**src/include/rv_params.svh**
```systemverilog
/* core-wide width and memory constants for the RV32I core
   included by the package and by every module that sizes a port */

`ifndef RV_PARAMS_SVH
`define RV_PARAMS_SVH

`define RV_XLEN            32             // data path width
`define RV_PC_WIDTH        8              // byte address, covers 64 words
`define RV_IMEM_DEPTH      64             // instruction words
`define RV_IMEM_ADDR_WIDTH 6              // word index into instruction memory
`define RV_REG_ADDR_WIDTH  5              // x0..x31

`define RV_NOP      32'h0000_0013         // addi x0,x0,0
`define RV_END_WORD 32'h0000_0000         // end of code marker

`endif
```
**src/hdl/rv_pkg.sv**
```systemverilog
/* shared types of the RV32I core: control enums, instruction formats
   and the structs passed between the pipeline units */

`include "rv_params.svh"

package rv_pkg;

	// how fetch forms the next pc
	typedef enum logic [1:0] {pc_plus_4_t, sb, uj, jalr} next_pc_t;

	typedef enum logic [3:0] {
		alu_add, alu_sub, alu_sll, alu_slt, alu_sltu, alu_xor,
		alu_srl, alu_sra, alu_or, alu_and, alu_pass_b // pass_b for lui
	} alu_op_t;

	typedef enum logic [2:0] {br_none, br_eq, br_ne, br_lt, br_ge, br_ltu, br_geu} br_cond_t;

	typedef enum logic [6:0] {
		op_lui    = 7'b0110111,
		op_auipc  = 7'b0010111,
		op_jal    = 7'b1101111,
		op_jalr   = 7'b1100111,
		op_branch = 7'b1100011,
		op_imm    = 7'b0010011,
		op_reg    = 7'b0110011
	} opcode_t;

	typedef struct packed {
		logic [6:0] funct7; logic [4:0] rs2; logic [4:0] rs1;
		logic [2:0] funct3; logic [4:0] rd;  logic [6:0] opcode;
	} r_fmt_t;

	typedef struct packed {
		logic [11:0] imm; logic [4:0] rs1; logic [2:0] funct3;
		logic [4:0] rd;   logic [6:0] opcode;
	} i_fmt_t;

	// branch immediate is scattered, bit 0 implied zero
	typedef struct packed {
		logic imm12; logic [5:0] imm10_5; logic [4:0] rs2; logic [4:0] rs1;
		logic [2:0] funct3; logic [3:0] imm4_1; logic imm11; logic [6:0] opcode;
	} b_fmt_t;

	typedef struct packed {
		logic [19:0] imm31_12; logic [4:0] rd; logic [6:0] opcode;
	} u_fmt_t;

	typedef struct packed {
		logic imm20; logic [9:0] imm10_1; logic imm11; logic [7:0] imm19_12;
		logic [4:0] rd; logic [6:0] opcode;
	} j_fmt_t;

	// one word, six views
	typedef union packed {
		logic [31:0] raw;
		r_fmt_t      r;
		i_fmt_t      i;
		b_fmt_t      b;
		u_fmt_t      u;
		j_fmt_t      j;
	} inst_u;

	typedef struct packed {
		logic                    valid;
		logic [`RV_PC_WIDTH-1:0] pc;
		inst_u                   inst;
	} fetch_t;

	typedef struct packed {
		logic                          valid;
		logic [`RV_PC_WIDTH-1:0]       pc;
		alu_op_t                       alu_op;
		logic [`RV_XLEN-1:0]           opa;     // rs1 or pc
		logic [`RV_XLEN-1:0]           opb;     // rs2 or imm
		logic [`RV_XLEN-1:0]           rs2_val; // branch compare
		logic [`RV_XLEN-1:0]           imm;
		logic [`RV_REG_ADDR_WIDTH-1:0] rd;
		logic                          wb_en;
		logic                          link;    // write pc+4
		br_cond_t                      br_cond;
		next_pc_t                      jump;
	} dec_t;

	typedef struct packed {
		next_pc_t                sel;
		logic [`RV_PC_WIDTH-1:0] target;
	} redirect_t;

	typedef struct packed {
		logic                          valid;
		logic [`RV_PC_WIDTH-1:0]       pc;
		logic [`RV_REG_ADDR_WIDTH-1:0] rd;
		logic                          wb_en;
		logic [`RV_XLEN-1:0]           value;
	} retire_t;

endpackage

```
**src/hdl/inst_mem.sv**
```systemverilog
/* instruction memory, combinational read at the pc word index
   and a clocked load port used while the core sits in reset */

`timescale 1ns/1ps
`include "rv_params.svh"

module inst_mem (
	input  logic                           clk,
	input  logic [`RV_PC_WIDTH-1:0]        addr,  // byte address from fetch
	output rv_pkg::inst_u                  rdata,
	input  logic                           we,
	input  logic [`RV_IMEM_ADDR_WIDTH-1:0] waddr, // word index
	input  logic [31:0]                    wdata
);

	logic [31:0] mem [0:`RV_IMEM_DEPTH-1]; // no reset, loaded from outside
	logic [`RV_IMEM_ADDR_WIDTH-1:0] word_idx;

	assign word_idx  = addr[`RV_PC_WIDTH-1:2]; // low two bits always zero
	assign rdata.raw = mem[word_idx];

	always_ff @(posedge clk) begin
		if (we) begin
			mem[waddr] <= wdata;
		end
	end

endmodule

```
**config.mk**
```make
export PLATFORM = sky130hd
export DESIGN_NAME = inst_mem
export DESIGN_NICKNAME = d
export VERILOG_FILES = /design/src/hdl/rv_pkg.sv /design/src/hdl/inst_mem.sv
export VERILOG_INCLUDE_DIRS = /design/src /design/src/include
export SDC_FILE = /design/constraint.sdc
export NUM_CORES = 2
export LEC_CHECK = 0
export BUFFER_PORTS_ARGS = -buffer_cell sky130_fd_sc_hd__buf_2
export CORE_AREA = 2 2 475 477
export DETAILED_ROUTE_END_ITERATION = 12
export DIE_AREA = 0 0 477 479
export GPL_ROUTABILITY_DRIVEN = 0
export HOLD_SLACK_MARGIN = 0.08
export PLACE_DENSITY = 0.58
export SLEW_MARGIN = 20
export SYNTH_ARGS = -nofsm -noshare
export SYNTH_HDL_FRONTEND = slang
export SYNTH_SLANG_ARGS = --single-unit
```
**constraint.sdc**
```tcl
create_clock -name clk -period 4.1 [get_ports clk]
set_input_delay 0.615 -clock clk [delete_from_list [all_inputs] [get_ports clk]]
set_output_delay 0.615 -clock clk [all_outputs]
set_load 0.02 [all_outputs]
```
==> summary.md <==
| Metric | Value |
|---|---|
| Crit path kind | input pin to primary output |
| Row cnt | 174 |
| Post-CTS sizing | 0 |
| Mean Syn Cell Area | 23.7 um2 |
| Switch Pwr | 9.23 mW |
| Number of synthesized flops with an enable pin | just over 2,000 |
| Reg with most FFs | mem |
| Period minus WS final | 3.94 ns |
| Synth Instances | 3,292 |
| Post-CTS Setup Inserts | 0 |
| Final core utilization | 0.405 |
| Setup TNS | 0 ns |
| Unrepaired setup endpoints after global routing | false |
| HP Class | input pin to flop |
| I/O pin total | 80 |
| Max FFs per register | 2,048 |
| #FFs+latches synth | between 2,000 and 2,500 |
| Worst setup margin | 0.156 ns |
| Maximum clock insertion buffer count | 3 |
| Hold Path End | mem[12][30] |
| Period utilization | 0.962 |
| Post-place setup slack | 0.149 ns |
| Crit path required time | 3.48 ns |
| Syn nets | 3,340 |
| Synthesized area | slightly below 80,000 um2 |
| Max IR drop VDD | 0.000378 V |
| Hold depth | 1 |
| DRT antenna net count | 0 |
| CP Max Fanout | 22 |
| Vias in the first global route | 37,443 |
| Tot Pwr | 43.0 mW |
| Worst Tran Pin Value | just under 1 ns |
| Sequential Power Share | 0.540 |
| Chip Height | 479 um |
| Switching Share | 0.215 |
| Fin. Hold Viols | 0 |
| Final Net Count | 3,695 |
| Top-count cell post-synth | edfxtp_1 |
| Worst path max stage delay | 0.53 ns |
| Power density cells | 475 nW/um2 |
| Die X-Extent | 477 um |
| Multi-input gate area | 16,000 um2 |
| Synth unique cells | 33 |
| First-pass GRT wire length | around 280 mm |
| Largest net degree at the start of global routing | 76 |
| DR DRC count | 0 |
| # fillers | ~19,000 |
| Max cap viols | 0 |
| FF+latch area | 61,500 um2 |
| Final setup vio count | 0 |
| Seq/Total Area, Yosys | 0.790 |
| Asr flop ratio synth | 0 |
| CTS buffer count | 200 |
| Clk sinks | 2,048 |
| Initial Util | 0.348 |
| Hold_sp | wdata[30] |
| Commonest cells post-synth | 2,048 x edfxtp_1, 544 x mux4_2, 137 x nor2_1, 93 x mux2i_1, 84 x o22ai_1 |
| Crit-path leading delay family | buffers and inverters |
| Via count | around 37,000 |
| CP Launch Type | input pin |
| Fmax | 254 MHz |
| Initial antenna violation count | 12 |
| Worst-path cell chain | buf_8, buf_12, buf_12, or3_1, o221ai_1, a21oi_1, a21oi_1, buf_4, nor2_1, buf_2 |
| Pint | 33.8 mW |
| Synth area leaders | edfxtp_1 79%, mux4_2 16%, mux2i_1 1.2% |
| Root buf cell | clkbuf_16 |
| DIE AREA | ~230,000 um2 |
| TritonCTS clock tree | done |
| Share of layout cells above drive strength 1 | 0.317 |
| WL per Instance | 29.5 um |
| GRT Total Usage | 0.174 |
| Logic pwr share | 0.054 |
| LEAKAGE | 27.9 nW |
| Synth top area share | 0.790 |
| Final wirelength | 200 mm |
| Max transition margin | 0.357 |
| CTS H-Tree Depth | 4 |
| DRT iter0 DRCs | 4,082 |
| Worst-path clk slew | 0.06 ns |
| Setup crit start | addr[2] |
| PortBufs | 77 |
| GRT overflow | 0 |
| Slew Limit Fails | 0 |
| Status | finished, final reports clean |
| Core area | 224,000 um2 |
| Pre-Repair DR Iteration Count | 5 |
| Worst Path Buf+Inv | 5 |
| Synth Flop Type | edfxtp_1 |
| Setup crit end kind | primary output |
| Hold-fix buffers, CTS | 0 |
| Clock power share | 0.406 |
| Crit path DAT | 3.33 ns |
| Vias/cell | between 5 and 6 |
| CP max stage cell | a21oi_1 |
| YS warnings | 0 |
| Dpl hpwl | 115 mm |
| Layout Area Growth over Synthesis | 16.2% |
| Top cell type by total area after synthesis | edfxtp_1 |
| Top flop regs | mem (2048) |
==> logic make-up (layout without fill, tap and decap cells) <==
kind of cell           count (synthesis)  count (layout)  share of synthesized area
other                                  0               8                          0
multiplexers                         637             637                      0.169
AND/OR/NAND/NOR                      223             223                     0.0128
flip-flops                          2048            2048                      0.790
AO/OA/AOI/OAI                        202             202                     0.0169
buffers and inverters                182             695                     0.0114
==> cells in the final DEF (no fill, tap or decap), drive strengths merged, types with 7 or more instances in the layout <==
cell	count
mux4	544
nor2	137
o22ai	84
nand2b	8
mux2i	93
clkinv	89
clkbuf	250
a21oi	62
buf	335
bufinv	11
edfxtp	2048
nor2b	15
diode	8
nand2	26
o221ai	27
nor3	7
a22oi	12
a311oi	8
==> layout make-up <==
type,instances,share of cell area
flip-flops and latches,2048,0.680
diodes,8,0.000221
clock buffers,250,0.0576
well taps,2992,0.0414
repair buffers,335,0.0346
clock inverters,110,0.0102
multi-input cells,1062,0.176
==> per-layer routing <==
layer	track usage	vias to the layer above	share of wire	wire [um]
met3	0.0276	284	0.062	12500
met2	0.284	1294	0.49	97600
met5	0	-	0.00014	28
met1	0.241	20391	0.42	85000
li1	-	14896	-	-
met4	0.0493	6	0.026	5290
==> stage by stage <==
stage | cell area, um2 | instances | hold WS, ns
after floorplan | 77900 | 3292 | 0.714
after global placement | 84300 | 6437 | 1.08
after detailed placement | 84300 | 6437 | 1.11
after CTS | 90400 | 6797 | 0.190
after global routing | 90500 | 6800 | 0.256
final | 90500 | 6805 | 0.273
==> power groups by stage <==
stage	Combinational, mW	Sequential [mW]	Clock (mW)
2_1_floorplan	1.21	23.7	0
3_3_place_gp	2.35	23.7	0
3_5_place_dp	2.37	23.7	0
4_1_cts	2.37	23.2	17.8
5_1_grt	2.47	23.2	18.6
6_report	2.33	23.2	17.5
==> worst max-delay path by stage <==
stage / endpoint / cells after the start
final: rdata[3] / 10
after CTS: rdata[3] / 10
after floorplan: mem[48][0] / 4
after global routing: rdata[3] / 10
after global placement: rdata[3] / 10
after detailed placement: rdata[3] / 10
Power figures use the tool's default switching activity.
