<file path="config.mk">
export PLATFORM = sky130hd
export DESIGN_NAME = decode_unit
export DESIGN_NICKNAME = d
export VERILOG_FILES = /design/src/hdl/rv_pkg.sv /design/src/hdl/decode_unit.sv
export VERILOG_INCLUDE_DIRS = /design/src /design/src/include
export SDC_FILE = /design/constraint.sdc
export NUM_CORES = 1
export LEC_CHECK = 0
export CAP_MARGIN = 30
export CELL_PAD_IN_SITES_DETAIL_PLACEMENT = 1
export CELL_PAD_IN_SITES_GLOBAL_PLACEMENT = 1
export CORE_AREA = 2 2 104 106
export DETAILED_ROUTE_END_ITERATION = 6
export DIE_AREA = 0 0 106 108
export DONT_BUFFER_PORTS = 1
export PLACE_DENSITY = 0.54
export RECOVER_POWER = 25
export SLEW_MARGIN = 20
export SYNTH_ARGS = -nofsm -noshare
export SYNTH_HDL_FRONTEND = slang
export SYNTH_SLANG_ARGS = --single-unit
</file>
<file path="constraint.sdc">
create_clock -name vclk -period 2.35
set_clock_uncertainty 0.15 [all_clocks]
set_input_delay 0.1175 -clock vclk [all_inputs]
set_output_delay 0.1175 -clock vclk [all_outputs]
set_load 0.02 [all_outputs]
</file>
<file path="src/include/rv_params.svh">
/* core-wide width and memory constants for the RV32I core
   included by the package and by every module that sizes a port */

`ifndef RV_PARAMS_SVH
`define RV_PARAMS_SVH

`define RV_XLEN            32             // data path width
`define RV_PC_WIDTH        8              // byte address, covers 64 words
`define RV_IMEM_DEPTH      64             // instruction words
`define RV_IMEM_ADDR_WIDTH 6              // word index into instruction memory
`define RV_REG_ADDR_WIDTH  5              // x0..x31

`define RV_NOP      32'h0000_0013         // addi x0,x0,0
`define RV_END_WORD 32'h0000_0000         // end of code marker

`endif
</file>
<file path="src/hdl/rv_pkg.sv">
/* shared types of the RV32I core: control enums, instruction formats
   and the structs passed between the pipeline units */

`include "rv_params.svh"

package rv_pkg;

	// how fetch forms the next pc
	typedef enum logic [1:0] {pc_plus_4_t, sb, uj, jalr} next_pc_t;

	typedef enum logic [3:0] {
		alu_add, alu_sub, alu_sll, alu_slt, alu_sltu, alu_xor,
		alu_srl, alu_sra, alu_or, alu_and, alu_pass_b // pass_b for lui
	} alu_op_t;

	typedef enum logic [2:0] {br_none, br_eq, br_ne, br_lt, br_ge, br_ltu, br_geu} br_cond_t;

	typedef enum logic [6:0] {
		op_lui    = 7'b0110111,
		op_auipc  = 7'b0010111,
		op_jal    = 7'b1101111,
		op_jalr   = 7'b1100111,
		op_branch = 7'b1100011,
		op_imm    = 7'b0010011,
		op_reg    = 7'b0110011
	} opcode_t;

	typedef struct packed {
		logic [6:0] funct7; logic [4:0] rs2; logic [4:0] rs1;
		logic [2:0] funct3; logic [4:0] rd;  logic [6:0] opcode;
	} r_fmt_t;

	typedef struct packed {
		logic [11:0] imm; logic [4:0] rs1; logic [2:0] funct3;
		logic [4:0] rd;   logic [6:0] opcode;
	} i_fmt_t;

	// branch immediate is scattered, bit 0 implied zero
	typedef struct packed {
		logic imm12; logic [5:0] imm10_5; logic [4:0] rs2; logic [4:0] rs1;
		logic [2:0] funct3; logic [3:0] imm4_1; logic imm11; logic [6:0] opcode;
	} b_fmt_t;

	typedef struct packed {
		logic [19:0] imm31_12; logic [4:0] rd; logic [6:0] opcode;
	} u_fmt_t;

	typedef struct packed {
		logic imm20; logic [9:0] imm10_1; logic imm11; logic [7:0] imm19_12;
		logic [4:0] rd; logic [6:0] opcode;
	} j_fmt_t;

	// one word, six views
	typedef union packed {
		logic [31:0] raw;
		r_fmt_t      r;
		i_fmt_t      i;
		b_fmt_t      b;
		u_fmt_t      u;
		j_fmt_t      j;
	} inst_u;

	typedef struct packed {
		logic                    valid;
		logic [`RV_PC_WIDTH-1:0] pc;
		inst_u                   inst;
	} fetch_t;

	typedef struct packed {
		logic                          valid;
		logic [`RV_PC_WIDTH-1:0]       pc;
		alu_op_t                       alu_op;
		logic [`RV_XLEN-1:0]           opa;     // rs1 or pc
		logic [`RV_XLEN-1:0]           opb;     // rs2 or imm
		logic [`RV_XLEN-1:0]           rs2_val; // branch compare
		logic [`RV_XLEN-1:0]           imm;
		logic [`RV_REG_ADDR_WIDTH-1:0] rd;
		logic                          wb_en;
		logic                          link;    // write pc+4
		br_cond_t                      br_cond;
		next_pc_t                      jump;
	} dec_t;

	typedef struct packed {
		next_pc_t                sel;
		logic [`RV_PC_WIDTH-1:0] target;
	} redirect_t;

	typedef struct packed {
		logic                          valid;
		logic [`RV_PC_WIDTH-1:0]       pc;
		logic [`RV_REG_ADDR_WIDTH-1:0] rd;
		logic                          wb_en;
		logic [`RV_XLEN-1:0]           value;
	} retire_t;

endpackage

</file>
<file path="src/hdl/decode_unit.sv">
/* decode of the fetched word through the format union: immediate,
   alu operation, operand choice and control flags, all combinational */

`timescale 1ns/1ps
`include "rv_params.svh"

module decode_unit (
	input  rv_pkg::fetch_t                fetch,
	output logic [`RV_REG_ADDR_WIDTH-1:0] rs1_addr,
	output logic [`RV_REG_ADDR_WIDTH-1:0] rs2_addr,
	input  logic [`RV_XLEN-1:0]           rs1_data,
	input  logic [`RV_XLEN-1:0]           rs2_data,
	output rv_pkg::dec_t                  dec
);

	rv_pkg::inst_u       inst;
	logic [`RV_XLEN-1:0] imm_i, imm_b, imm_u, imm_j;
	logic [`RV_XLEN-1:0] pc_ext;

	// funct3 to alu op, alt picks sub/sra
	function automatic rv_pkg::alu_op_t alu_sel(input logic [2:0] funct3,
	                                            input logic alt, input logic is_reg);
		case (funct3)
			3'b000:  alu_sel = (is_reg && alt) ? rv_pkg::alu_sub : rv_pkg::alu_add;
			3'b001:  alu_sel = rv_pkg::alu_sll;
			3'b010:  alu_sel = rv_pkg::alu_slt;
			3'b011:  alu_sel = rv_pkg::alu_sltu;
			3'b100:  alu_sel = rv_pkg::alu_xor;
			3'b101:  alu_sel = alt ? rv_pkg::alu_sra : rv_pkg::alu_srl;
			3'b110:  alu_sel = rv_pkg::alu_or;
			default: alu_sel = rv_pkg::alu_and;
		endcase
	endfunction

	assign inst.raw = fetch.valid ? fetch.inst.raw : `RV_NOP; // bubble decodes as nop
	assign rs1_addr = inst.r.rs1; // same position in every format
	assign rs2_addr = inst.r.rs2;
	assign pc_ext   = {{(`RV_XLEN-`RV_PC_WIDTH){1'b0}}, fetch.pc};

	// sign-extended immediates per format
	assign imm_i = {{20{inst.i.imm[11]}}, inst.i.imm};
	assign imm_b = {{20{inst.b.imm12}}, inst.b.imm11, inst.b.imm10_5, inst.b.imm4_1, 1'b0};
	assign imm_u = {inst.u.imm31_12, 12'b0};
	assign imm_j = {{12{inst.j.imm20}}, inst.j.imm19_12, inst.j.imm11,
	                inst.j.imm10_1, 1'b0};

	always_comb begin
		dec         = '0;
		dec.valid   = fetch.valid;
		dec.pc      = fetch.pc;
		dec.alu_op  = rv_pkg::alu_add;
		dec.opa     = rs1_data;
		dec.opb     = imm_i;
		dec.rs2_val = rs2_data;
		dec.imm     = imm_i;
		dec.rd      = inst.r.rd;
		dec.wb_en   = 1'b0;
		dec.link    = 1'b0;
		dec.br_cond = rv_pkg::br_none;
		dec.jump    = rv_pkg::pc_plus_4_t;
		case (inst.raw[6:0])
			rv_pkg::op_reg: begin
				dec.opb    = rs2_data;
				dec.alu_op = alu_sel(inst.r.funct3, inst.r.funct7[5], 1'b1);
				dec.wb_en  = 1'b1;
			end
			rv_pkg::op_imm: begin
				dec.alu_op = alu_sel(inst.i.funct3, inst.i.imm[10], 1'b0); // imm[10] marks srai
				dec.wb_en  = 1'b1;
			end
			rv_pkg::op_lui: begin
				dec.alu_op = rv_pkg::alu_pass_b;
				dec.opb    = imm_u;
				dec.imm    = imm_u;
				dec.wb_en  = 1'b1;
			end
			rv_pkg::op_auipc: begin
				dec.opa    = pc_ext;
				dec.opb    = imm_u;
				dec.imm    = imm_u;
				dec.wb_en  = 1'b1;
			end
			rv_pkg::op_jal: begin
				dec.opa    = pc_ext;
				dec.opb    = imm_j;
				dec.imm    = imm_j;
				dec.link   = 1'b1;
				dec.wb_en  = 1'b1;
				dec.jump   = rv_pkg::uj;
			end
			rv_pkg::op_jalr: begin
				dec.link   = 1'b1; // rs1+imm formed by the alu
				dec.wb_en  = 1'b1;
				dec.jump   = rv_pkg::jalr;
			end
			rv_pkg::op_branch: begin
				dec.opb    = imm_b;
				dec.imm    = imm_b;
				case (inst.b.funct3)
					3'b000:  dec.br_cond = rv_pkg::br_eq;
					3'b001:  dec.br_cond = rv_pkg::br_ne;
					3'b100:  dec.br_cond = rv_pkg::br_lt;
					3'b101:  dec.br_cond = rv_pkg::br_ge;
					3'b110:  dec.br_cond = rv_pkg::br_ltu;
					3'b111:  dec.br_cond = rv_pkg::br_geu;
					default: dec.br_cond = rv_pkg::br_none;
				endcase
			end
			default: ; // unknown opcode retires as a nop
		endcase
	end

endmodule

</file>
==> flow_summary_export.csv <==
group,metric,value,unit
synth,ys.warnings.count,0,
detailed_routing,drc,0,
layout,clock_buffers,0,
global_routing,grt_pass1_wl,13.7,mm
worst_setup_path,cpMostUsedCell,"buf_4",
worst_hold_path,whs_path_depth,0,
sta,worst_pin_slew,0.740,ns
sta,setup_viol,0,
global_routing,grt_max_degree,42,
power,power_density,180,nW/um2
global_routing,antenna_found_initial,3,
floorplanning,pin_count,268,
job,drv_cap,0,
sta,rsz0062_at_grt,"no",
floorplanning,die_y,108,um
worst_setup_path,cp.depth,6,
floorplanning,fp.dieW,106,um
worst_setup_path,crit_path_top_delay_cell,"o21ai_1",
layout,fin_area,1930,um2
sta,setup_tns,0,ns
worst_setup_path,crit_type,"in2out",
worst_setup_path,slowest_delay,0.57,ns
worst_setup_path,endpoint_kind,"primary output",
sta,final_max_slew_viol_count,0,
placement,place_area,1920,um2
sta,layout_worst_path_cycle_share,0.815,
clocking,cts_setup_buffers,0,
clocking,cts_resized,0,
layout,nets,375,
layout,seqCellArea,0,um2
placement,port_buffers,0,
detailed_routing,ant_nets,0,
sta,fin_crit,1.91,ns
clocking,cts_hold_buf,0,
worst_setup_path,cp_num_buf_inv,2,
placement,gp_congestion,0.878,
detailed_routing,vias,2107,
detailed_routing,viasPerCell,5.18,
detailed_routing,drt_iter0_markers,156,
synth,syn_nets,396,
layout,area_growth,3.42,%
power,irDropWorstVdd,0.0549,mV
synth,syn_area,1870,um2
status,outcome,"completed",
global_routing,grt_use_total,0.157,
power,p_leak,0.894,nW
global_routing,grt-ovfl-total,0,
sta,slew-limit-headroom,0.501,
worst_setup_path,critPathRequiredTime,2.08,ns
worst_setup_path,cp.arrival,1.65,ns
floorplanning,die_area,11400,um2
global_routing,grt_pass1_vias,2143,
synth,yosysSeqAreaShare,0,
detailed_routing,wl_per_cell,24.1,um
sta,max_freq,0.522,GHz
synth,syn_area_per_cell,6.42,um2
detailed_routing,first_pass_iters,6,
worst_hold_path,hp-class,"in2out",
floorplanning,num_rows,37,
synth,syn_inst,291,
worst_setup_path,crit_chain,"and4b_1 > and3_1 > o21ai_1 > buf_4 > nand3_1 > buf_4",
floorplanning,initial_utilization,0.183,
worst_setup_path,cp_max_fo,7,
layout,drive_above_1_share,0.284,
layout,seq_cells,0,
worst_setup_path,critPathLaunchType,"input pin",
layout,fillers,1292,
sta,finalHoldViolCount,0,
synth,synth.distinct_cells,45,
worst_setup_path,cp_top_family,"compound AO/OA/AOI/OAI gates",
placement,dpl.hpwl,8.33,mm
detailed_routing,totalWireLength,9.79,mm
floorplanning,core_area,10200,um2
synth_stat cells, types with 2 or more instances:
master | count | share of area
nand2b_1 | 3 | 0.010
o211ai_1 | 6 | 0.024
o21ai_0 | 17 | 0.046
a221o_1 | 5 | 0.027
buf_6 | 3 | 0.018
and2_1 | 30 | 0.10
buf_2 | 5 | 0.013
a32oi_1 | 6 | 0.028
nor3_2 | 2 | 0.011
a21o_1 | 2 | 0.0080
a21oi_1 | 7 | 0.019
buf_1 | 2 | 0.0040
o22ai_1 | 4 | 0.013
nor3_1 | 2 | 0.0054
clkbuf_1 | 10 | 0.020
buf_4 | 45 | 0.18
nand2_1 | 47 | 0.094
mux2_2 | 16 | 0.096
nand3_1 | 11 | 0.029
inv_1 | 12 | 0.024
nor2_1 | 17 | 0.034
nand3_2 | 10 | 0.054
nor2b_1 | 3 | 0.010
a22oi_1 | 5 | 0.020
logic make-up after synthesis:
group / after synthesis / synth area share
AND/OR/NAND/NOR: 139 / 0.429
XOR/XNOR: 1 / 0.00469
multiplexers: 16 / 0.0964
buffers and inverters: 77 / 0.261
AO/OA/AOI/OAI: 58 / 0.210
per-stage QoR:
step	util	setup WS (ns)	instances	total power [mW]	hold slack (ns)
2_1_floorplan	-	0.467	291	0.387	0.198
3_3_place_gp	0.187	0.215	403	0.349	0.0851
3_5_place_dp	0.188	0.386	404	0.350	0.0851
4_1_cts	0.188	0.387	404	0.351	0.0851
5_1_grt	0.189	0.242	407	0.367	0.0850
6_report	0.189	0.435	407	0.348	0.0850
cell usage in the layout, fill, tap and decap left out, types with 2 or more instances in the layout:
cell and instances:
a21o_1 2, a21oi_1 7, a221o_1 5, a22oi_1 5, a32oi_1 6, and2_1 30, buf_4 41, diode_2 3
inv_1 12, mux2_2 16, nand2_1 47, nand2b_1 3, nand3_1 11, nand3_2 10, nor2_1 17, nor2b_1 3
nor3_1 2, nor3_2 2, o211ai_1 6, o21ai_0 16, o21ai_1 2, o22ai_1 4
path summary, 6_finish.rpt:
path / slack (ns) / to / startpoint
hold / removal: 0.09 / dec[55] / rs2_data[11]
setup / recovery: 0.44 / dec[99] / fetch[1]
routing by layer:
layer,track usage,share of wire,vias up
li1,-,-,923
met1,0.171,0.36,987
met2,0.306,0.53,181
met3,0.0295,0.079,16
met4,0.0470,0.027,0
met5,0,0,-
layout make-up:
type	instances	area (um2)	share of cell area
Inverter	12	45.0	0.0233
Tap cell	136	170	0.0881
Timing Repair Buffer	42	328	0.170
Multi-Input combinational cell	214	1380	0.715
Antenna cell	3	7.51	0.00389
power by group:
part,switching [mW],internal [mW],leakage (nW)
registers,0,0,0
logic,0.247,0.101,0.894
clock network,0,0.000000171,0.0000190
Power figures use the tool's default switching activity.
