[config.mk]
export PLATFORM = sky130hd
export DESIGN_NAME = fetch_unit
export DESIGN_NICKNAME = d
export VERILOG_FILES = /design/src/hdl/rv_pkg.sv /design/src/hdl/fetch_unit.sv
export VERILOG_INCLUDE_DIRS = /design/src /design/src/include
export SDC_FILE = /design/constraint.sdc
export NUM_CORES = 1
export LEC_CHECK = 0
export ABC_CLOCK_PERIOD_IN_PS = 1450
export BUFFER_PORTS_ARGS = -buffer_cell sky130_fd_sc_hd__buf_4
export CAP_MARGIN = 20
export CORE_MARGIN = 2
export CORE_UTILIZATION = 44
export CTS_CLUSTER_SIZE = 14
export DETAILED_ROUTE_END_ITERATION = 10
export PLACE_DENSITY = 0.89
export SETUP_SLACK_MARGIN = 0.1
export SKIP_CTS_REPAIR_TIMING = 1
export SYNTH_ARGS = -nofsm -noshare
export SYNTH_HDL_FRONTEND = slang
export SYNTH_SLANG_ARGS = --single-unit
[constraint.sdc]
create_clock -name clk -period 1.45 [get_ports clk]
set_clock_uncertainty 0.05 [all_clocks]
set_input_delay 0.0725 -clock clk [delete_from_list [all_inputs] [get_ports clk]]
set_output_delay 0.0725 -clock clk [all_outputs]
set_load 0.02 [all_outputs]
[src/include/rv_params.svh]
/* core-wide width and memory constants for the RV32I core
   included by the package and by every module that sizes a port */

`ifndef RV_PARAMS_SVH
`define RV_PARAMS_SVH

`define RV_XLEN            32             // data path width
`define RV_PC_WIDTH        8              // byte address, covers 64 words
`define RV_IMEM_DEPTH      64             // instruction words
`define RV_IMEM_ADDR_WIDTH 6              // word index into instruction memory
`define RV_REG_ADDR_WIDTH  5              // x0..x31

`define RV_NOP      32'h0000_0013         // addi x0,x0,0
`define RV_END_WORD 32'h0000_0000         // end of code marker

`endif
[src/hdl/rv_pkg.sv]
/* shared types of the RV32I core: control enums, instruction formats
   and the structs passed between the pipeline units */

`include "rv_params.svh"

package rv_pkg;

	// how fetch forms the next pc
	typedef enum logic [1:0] {pc_plus_4_t, sb, uj, jalr} next_pc_t;

	typedef enum logic [3:0] {
		alu_add, alu_sub, alu_sll, alu_slt, alu_sltu, alu_xor,
		alu_srl, alu_sra, alu_or, alu_and, alu_pass_b // pass_b for lui
	} alu_op_t;

	typedef enum logic [2:0] {br_none, br_eq, br_ne, br_lt, br_ge, br_ltu, br_geu} br_cond_t;

	typedef enum logic [6:0] {
		op_lui    = 7'b0110111,
		op_auipc  = 7'b0010111,
		op_jal    = 7'b1101111,
		op_jalr   = 7'b1100111,
		op_branch = 7'b1100011,
		op_imm    = 7'b0010011,
		op_reg    = 7'b0110011
	} opcode_t;

	typedef struct packed {
		logic [6:0] funct7; logic [4:0] rs2; logic [4:0] rs1;
		logic [2:0] funct3; logic [4:0] rd;  logic [6:0] opcode;
	} r_fmt_t;

	typedef struct packed {
		logic [11:0] imm; logic [4:0] rs1; logic [2:0] funct3;
		logic [4:0] rd;   logic [6:0] opcode;
	} i_fmt_t;

	// branch immediate is scattered, bit 0 implied zero
	typedef struct packed {
		logic imm12; logic [5:0] imm10_5; logic [4:0] rs2; logic [4:0] rs1;
		logic [2:0] funct3; logic [3:0] imm4_1; logic imm11; logic [6:0] opcode;
	} b_fmt_t;

	typedef struct packed {
		logic [19:0] imm31_12; logic [4:0] rd; logic [6:0] opcode;
	} u_fmt_t;

	typedef struct packed {
		logic imm20; logic [9:0] imm10_1; logic imm11; logic [7:0] imm19_12;
		logic [4:0] rd; logic [6:0] opcode;
	} j_fmt_t;

	// one word, six views
	typedef union packed {
		logic [31:0] raw;
		r_fmt_t      r;
		i_fmt_t      i;
		b_fmt_t      b;
		u_fmt_t      u;
		j_fmt_t      j;
	} inst_u;

	typedef struct packed {
		logic                    valid;
		logic [`RV_PC_WIDTH-1:0] pc;
		inst_u                   inst;
	} fetch_t;

	typedef struct packed {
		logic                          valid;
		logic [`RV_PC_WIDTH-1:0]       pc;
		alu_op_t                       alu_op;
		logic [`RV_XLEN-1:0]           opa;     // rs1 or pc
		logic [`RV_XLEN-1:0]           opb;     // rs2 or imm
		logic [`RV_XLEN-1:0]           rs2_val; // branch compare
		logic [`RV_XLEN-1:0]           imm;
		logic [`RV_REG_ADDR_WIDTH-1:0] rd;
		logic                          wb_en;
		logic                          link;    // write pc+4
		br_cond_t                      br_cond;
		next_pc_t                      jump;
	} dec_t;

	typedef struct packed {
		next_pc_t                sel;
		logic [`RV_PC_WIDTH-1:0] target;
	} redirect_t;

	typedef struct packed {
		logic                          valid;
		logic [`RV_PC_WIDTH-1:0]       pc;
		logic [`RV_REG_ADDR_WIDTH-1:0] rd;
		logic                          wb_en;
		logic [`RV_XLEN-1:0]           value;
	} retire_t;

endpackage

[src/hdl/fetch_unit.sv]
/* program counter and fetch register; follows the redirect from execute,
   squashes the wrong-path word and stops at the all-zero end marker */

`timescale 1ns/1ps
`include "rv_params.svh"

module fetch_unit (
	input  logic                    clk,
	input  logic                    reset,
	input  logic                    stall,
	input  rv_pkg::redirect_t       redirect,
	output logic [`RV_PC_WIDTH-1:0] inst_addr,
	input  rv_pkg::inst_u           inst_word,
	output rv_pkg::fetch_t          fetch,
	output logic                    halted
);

	logic [`RV_PC_WIDTH-1:0] pc_q;         // address of the word being read
	logic                    fetch_valid_q;
	logic [`RV_PC_WIDTH-1:0] fetch_pc_q;
	rv_pkg::inst_u           fetch_inst_q;
	logic                    halted_q;
	logic                    take_redirect;
	logic                    end_hit;

	assign take_redirect = (redirect.sel != rv_pkg::pc_plus_4_t);
	assign end_hit       = (inst_word.raw == `RV_END_WORD);
	assign inst_addr     = pc_q;
	assign halted        = halted_q;

	always_comb begin
		fetch.valid = fetch_valid_q & ~stall; // stall hides the held word
		fetch.pc    = fetch_pc_q;
		fetch.inst  = fetch_inst_q;
	end

	always_ff @(posedge clk or posedge reset) begin
		if (reset) begin
			pc_q          <= '0;
			fetch_valid_q <= 1'b0;
			halted_q      <= 1'b0;
		end else if (!stall && !halted_q) begin
			if (take_redirect) begin
				pc_q          <= redirect.target; // sb, uj or jalr target
				fetch_valid_q <= 1'b0;            // drop the wrong-path word
			end else if (end_hit) begin
				halted_q      <= 1'b1;            // freeze until reset
				fetch_valid_q <= 1'b0;
			end else begin
				pc_q          <= pc_q + `RV_PC_WIDTH'd4;
				fetch_valid_q <= 1'b1;
			end
		end
	end

	// payload only, qualified by fetch_valid_q
	always_ff @(posedge clk) begin
		if (!stall) begin
			fetch_pc_q   <= pc_q;
			fetch_inst_q <= inst_word;
		end
	end

endmodule

==> results of run 1 <==
[layer usage]
metal | GRT usage | vias up | wire length (um)
met2 | 0.313 | 102 | 2640
li1 | - | 760 | -
met3 | 0.0541 | 14 | 545
met1 | 0.241 | 762 | 2210
met5 | 0 | - | 0
met4 | 0.0654 | 0 | 112
[layout by cell type (no fill, tap or decap), types with 2 or more instances in the layout]
cell,instances
buf_4,107
edfxtp_1,40
dlygate4sd3_1,35
nand2_1,14
dfrtp_1,7
nor4_1,6
clkbuf_8,5
nor2_1,4
nand3_1,4
nand4_1,3
nor2_2,3
nor3_1,3
dfrtp_2,3
clkinvlp_4,2
nor4_2,2
inv_1,2
o21ai_0,2
a211oi_1,2
o22ai_1,2
a22oi_1,2
a211oi_2,2
[sequential cells by signal, summed over array words and instances (netlist names)]
name / count
fetch_inst_q: 32
fetch_pc_q: 8
inst_addr: 8
fetch_valid_q: 1
halted: 1
[critical path: cells and delay by family (launching register included)]
kind	cells	cell delay [ns]
compound gates	1	0.11
simple gates	3	0.53
buf+inv	1	0.13
flops	1	0.41
[area by class of cell]
| class | instances | area share |
|---|---|---|
| sequential | 50 | 0.451 |
| timing repair buffer | 142 | 0.357 |
| clock buffer | 6 | 0.0225 |
| tap | 50 | 0.0194 |
| clock inverter | 2 | 0.0116 |
| inverter | 3 | 0.00465 |
| multi-input combinational | 65 | 0.134 |
[through the flow]
step | instances | instance area, um^2 | worst slack, ns | setup TNS (ns)
4_1_cts | 283 | 2860 | 0.127 | 0
2_1_floorplan | 120 | 1900 | 0.0692 | 0
3_5_place_dp | 275 | 2750 | -0.160 | -0.748
5_1_grt | 318 | 3230 | 0.0889 | 0
3_3_place_gp | 275 | 2750 | -0.130 | -0.522
6_report | 318 | 3230 | 0.126 | 0
[power by group through the flow]
stage	combinational, W	clock (W)	sequential [W]
detailed placement	0.000414	0	0.00170
floorplan	0.0000464	0	0.00180
global placement	0.000404	0	0.00169
CTS	0.000414	0.000976	0.00166
global route	0.000521	0.00104	0.00168
finish	0.000497	0.000960	0.00167
[worst paths after layout]
check	slack [ns]	to	cells after the start	from
setup / recovery	0.13	inst_addr[4]	5	halted
hold / removal	0.008	fetch_inst_q[5]	2	inst_word[5]
setup reg to reg	0.13	inst_addr[4]	5	halted
hold reg to reg	0.44	fetch_valid_q	2	fetch_valid_q
max in group asynchronous	0.74	inst_addr[2]	3	reset
min in group asynchronous	0.28	inst_addr[4]	3	reset
[cells by family (layout without fill, tap and decap cells)]
kind of cell               after synthesis  after routing
AOI/OAI and AO/OA                       15             15
and+or+nand+nor                         48             48
buffers and inverters                    5            153
adders and majority gates                1              1
muxes                                    1              1
DFF                                     50             50
==> flow_metrics.tcl, run 1 <==
set metrics [dict create \
    area_growth_pct 72.9 \
    seq_area_um2 1460 \
    syn_inst 120 \
    synth_warnings 0 \
    clockPowerShare 0.307 \
    cp-end-kind "flip-flop" \
    cp_max_fo 9 \
    synth-simple-area-share 0.130 \
    dp_hpwl_um 3480 \
    swShare 0.227 \
    drv_slew 0 \
    slowest_delay_ns 0.41 \
    cpMaxStageDelayCell "dfrtp_1" \
    grtUsageTotal 0.190 \
    first_pass_iters 4 \
    drtIter0Drc 68 \
    syn-num-nets 166 \
    drive_gt1_frac 0.493 \
    diodes 0 \
    yosysTopAreaCellShare 0.643 \
    clock-sinks 50 \
    synth_compound_area_frac 0.0670 \
    leakage_nw 1.36 \
    min_period_ns 1.32 \
    post-synth-top-count-cell "edfxtp_1" \
    clk_pin_slew_ns 0.09 \
    cts_htree_levels 2 \
    slew-limit-headroom 0.721 \
    crit_chain "inv_1 > nand2_4 > or3_1 > o21ai_0 > nor3_1" \
    place.gp.congestion 0.842 \
    utilization 0.802 \
    rsz0062_at_grt "yes" \
    port_buffers 94 \
    ant_nets 0 \
    clk_latency_ns 0.30 \
    ir_worst_vdd_v 0.000600 \
    status "finished, final reports clean" \
    crit_path_start_kind "flip-flop" \
    synth_fa_ha_area_frac 0.00670 \
    multi_input_area_um2 433 \
    fin_crit_sh 0.913 \
    rows 23 \
    nFillCells 230 \
    grt_max_degree 23 \
    fp.coreArea_um2 4030 \
    antenna_found_initial 0 \
    setup_violations 0 \
    synth_seq_cells 50 \
    die_y_um 69.2 \
    synth_top_family_by_area "simple AND/OR/NAND/NOR gates" \
    power_density_nw_per_um2 967 \
    hold_viol_final 0 \
    cts_tree "built" \
    p_total_w 0.00312 \
    synth_xor_area_frac 0 \
    worstSetupPathType "reg2reg" \
    ys_types 30 \
    ys.flop_type "edfxtp_1" \
    syn_area_per_cell_um2 15.6 \
    synth_mux_area_frac 0.00536 \
    worstPathArrival_ns 1.46 \
    internal_power_w 0.00241 \
    cts.path.max_buffers 2 \
    grt_pass1_wl_um 7060 \
    yosysSeqAreaShare 0.777 \
    holdWs_ns 0.00834 \
    root_buffer "clkbuf_8" \
    dieArea_um2 4780 \
    wl_per_cell_um 17.3 \
    wirelength_um 5500 \
    die_w_um 69.2 \
    pin_count 95 \
    max_freq_mhz 755 \
    first_global_vias 1440 \
    power.net_switching_w 0.000710 \
    yosysTopAreaCell "edfxtp_1" \
    tightest_slew_ns 0.419 \
    numCtsBuffers 5 \
    nets 313 \
    p_seq_frac 0.534 \
    required_ns 1.59 \
    combPwrFrac 0.159 \
    synth_common_cells "edfxtp_1, nand2_1, dfrtp_1" \
    synth_edf_count 40 \
    routed_via_density 5.15 \
    hp-class "in2reg" \
    syn_area_um2 1870 \
    initial_core_util 0.464 \
    vias 1638 \
    overflow 0 \
    maxCapViolations 0 \
    async_flop_share 0.200 \
    synthTopCellsByArea "edfxtp_1, dfrtp_1, nand2_1, nor4_1, nor2_1" \
    drc 0 \
]
Note: power is estimated with default switching activity, not from simulation.
==> run 2: changes to the inputs <==
--- a/config.mk
+++ b/config.mk
@@ -13,6 +13,7 @@
 export CORE_UTILIZATION = 44
 export CTS_CLUSTER_SIZE = 14
 export DETAILED_ROUTE_END_ITERATION = 10
+export HOLD_SLACK_MARGIN = 0.05
 export PLACE_DENSITY = 0.89
 export SETUP_SLACK_MARGIN = 0.1
 export SKIP_CTS_REPAIR_TIMING = 1
==> run 2 against run 1 <==
First-iteration DRC count increased by 81%. Register-to-register slack worse by 0.02 ns. Maximum frequency decreased by 1.8%. Global-route usage unchanged. Non-clock buffer count up 4. Clock power is 2% higher. Die area unchanged. Hold slack improved by 0.083 ns. Critical path depth unchanged.
==> flow_metrics.tcl, run 2 (synthesis results as in run 1) <==
set metrics [dict create \
    wirelength_um 5770 \
    die_y_um 69.2 \
    overflow 0 \
    nFillCells 226 \
    p_total_w 0.00316 \
    numCtsBuffers 5 \
    cts_htree_levels 2 \
    clk_latency_ns 0.31 \
    grtUsageTotal 0.190 \
    cp-end-kind "flip-flop" \
    fin_crit_sh 0.930 \
    crit_chain "inv_1 > nand2_4 > or3_1 > o21ai_0 > nor3_1" \
    port_buffers 94 \
    critPathTopFamily "simple AND/OR/NAND/NOR gates" \
    wl_per_cell_um 17.9 \
    ir_worst_vdd_v 0.000560 \
    slew-limit-headroom 0.719 \
    rsz0062_at_grt "yes" \
    fp.coreArea_um2 4030 \
    hold_viol_final 0 \
    worstSetupPathType "reg2reg" \
    hold_depth 3 \
    root_buffer "clkbuf_8" \
    required_ns 1.59 \
    path_depth 5 \
    dieArea_um2 4780 \
    diodes 0 \
    min_from "redirect[6]" \
    grt_max_degree 23 \
    leakage_nw 1.38 \
    clock-sinks 50 \
    power_density_nw_per_um2 965 \
    setup_violations 0 \
    top_register "fetch_inst_q" \
    clk_pin_slew_ns 0.09 \
    largest_register_ffs 32 \
    vias 1702 \
    worstPathArrival_ns 1.49 \
    hp-class "in2reg" \
    min_period_ns 1.35 \
    crit_path_start_kind "flip-flop" \
    dp_hpwl_um 3480 \
    timing.rr.start "halted" \
    grt_pass1_wl_um 7060 \
    ant_nets 0 \
    antenna_found_initial 0 \
    slowest_delay_ns 0.41 \
    initial_core_util 0.464 \
    place.gp.congestion 0.842 \
    cts.path.max_buffers 2 \
    reg2reg_depth 5 \
    pin_count 95 \
    final_cell_mix "buf_4, edfxtp_1, dlygate4sd3_1" \
    final_common_cell "buf_4" \
    drive_gt1_frac 0.485 \
    utilization 0.811 \
    maxCapViolations 0 \
    crit_start "halted" \
    drv_slew 0 \
    first_pass_iters 4 \
    nets 317 \
    area_growth_pct 75.0 \
    holdWs_ns 0.0912 \
    drc 0 \
    cp_max_fo 9 \
    cts_tree "built" \
    routed_via_density 5.29 \
    tightest_slew_ns 0.421 \
    status "finished, final reports clean" \
    first_global_vias 1440 \
    die_w_um 69.2 \
    max_freq_mhz 742 \
    drtIter0Drc 123 \
    critPathBufInv 1 \
    rows 23 \
    cpMaxStageDelayCell "dfrtp_1" \
]
-- run 2: cell count changes in the layout (fill, tap and decap cells not counted), sizes merged --
cell | before | now
dlygate4sd3 | 35 | 39
-- run 2: cell type report --
| cell class | instances | area [um^2] | area share |
|---|---|---|---|
| sequential | 50 | 1460 | 0.445 |
| timing repair buffer | 146 | 1190 | 0.365 |
| multi-input combinational | 65 | 433 | 0.132 |
| clock buffer | 6 | 72.6 | 0.0222 |
| tap | 50 | 62.6 | 0.0191 |
| clock inverter | 2 | 37.5 | 0.0115 |
| inverter | 3 | 15.0 | 0.00459 |
-- run 2: final timing paths --
| path | endpoint | slack, ns |
|---|---|---|
| worst min-delay path | inst_addr[6] | 0.09 |
| max in group asynchronous | inst_addr[3] | 0.74 |
| min in group asynchronous | inst_addr[4] | 0.28 |
| worst max-delay path | inst_addr[4] | 0.10 |
| worst max register to register | inst_addr[4] | 0.10 |
| worst min register to register | fetch_valid_q | 0.44 |
-- run 2: where the power goes --
group / switching [W] / total (W) / internal [W] / leakage, nW
clock network: 0.000461 / 0.000976 / 0.000515 / 0.0514
registers: 0.0000304 / 0.00167 / 0.00164 / 0.516
logic: 0.000242 / 0.000510 / 0.000268 / 0.813
total: 0.000734 / 0.00316 / 0.00242 / 1.38
-- run 2: through the flow --
step / cells / TNS, ns / setup slack (ns) / instance area, um^2
finish: 322 / 0 / 0.102 / 3270
global route: 322 / 0 / 0.0583 / 3270
CTS: 283 / 0 / 0.127 / 2860
detailed placement: 275 / -0.748 / -0.160 / 2750
global placement: 275 / -0.522 / -0.130 / 2750
floorplan: 120 / 0 / 0.0692 / 1900
-- run 2: worst register-to-register path, cell delays in order, from the launching register on --
cell     delay (ns)
dfrtp_1        0.41
inv_1          0.13
nand2_4        0.11
or3_1          0.33
o21ai_0        0.12
nor3_1         0.10
-- run 2: per-layer routing --
metal | track usage | vias up | share of wire
li1 | - | 767 | -
met1 | 0.241 | 821 | 0.40
met2 | 0.313 | 104 | 0.50
met3 | 0.0541 | 10 | 0.090
met4 | 0.0654 | 0 | 0.014
met5 | 0 | - | 0
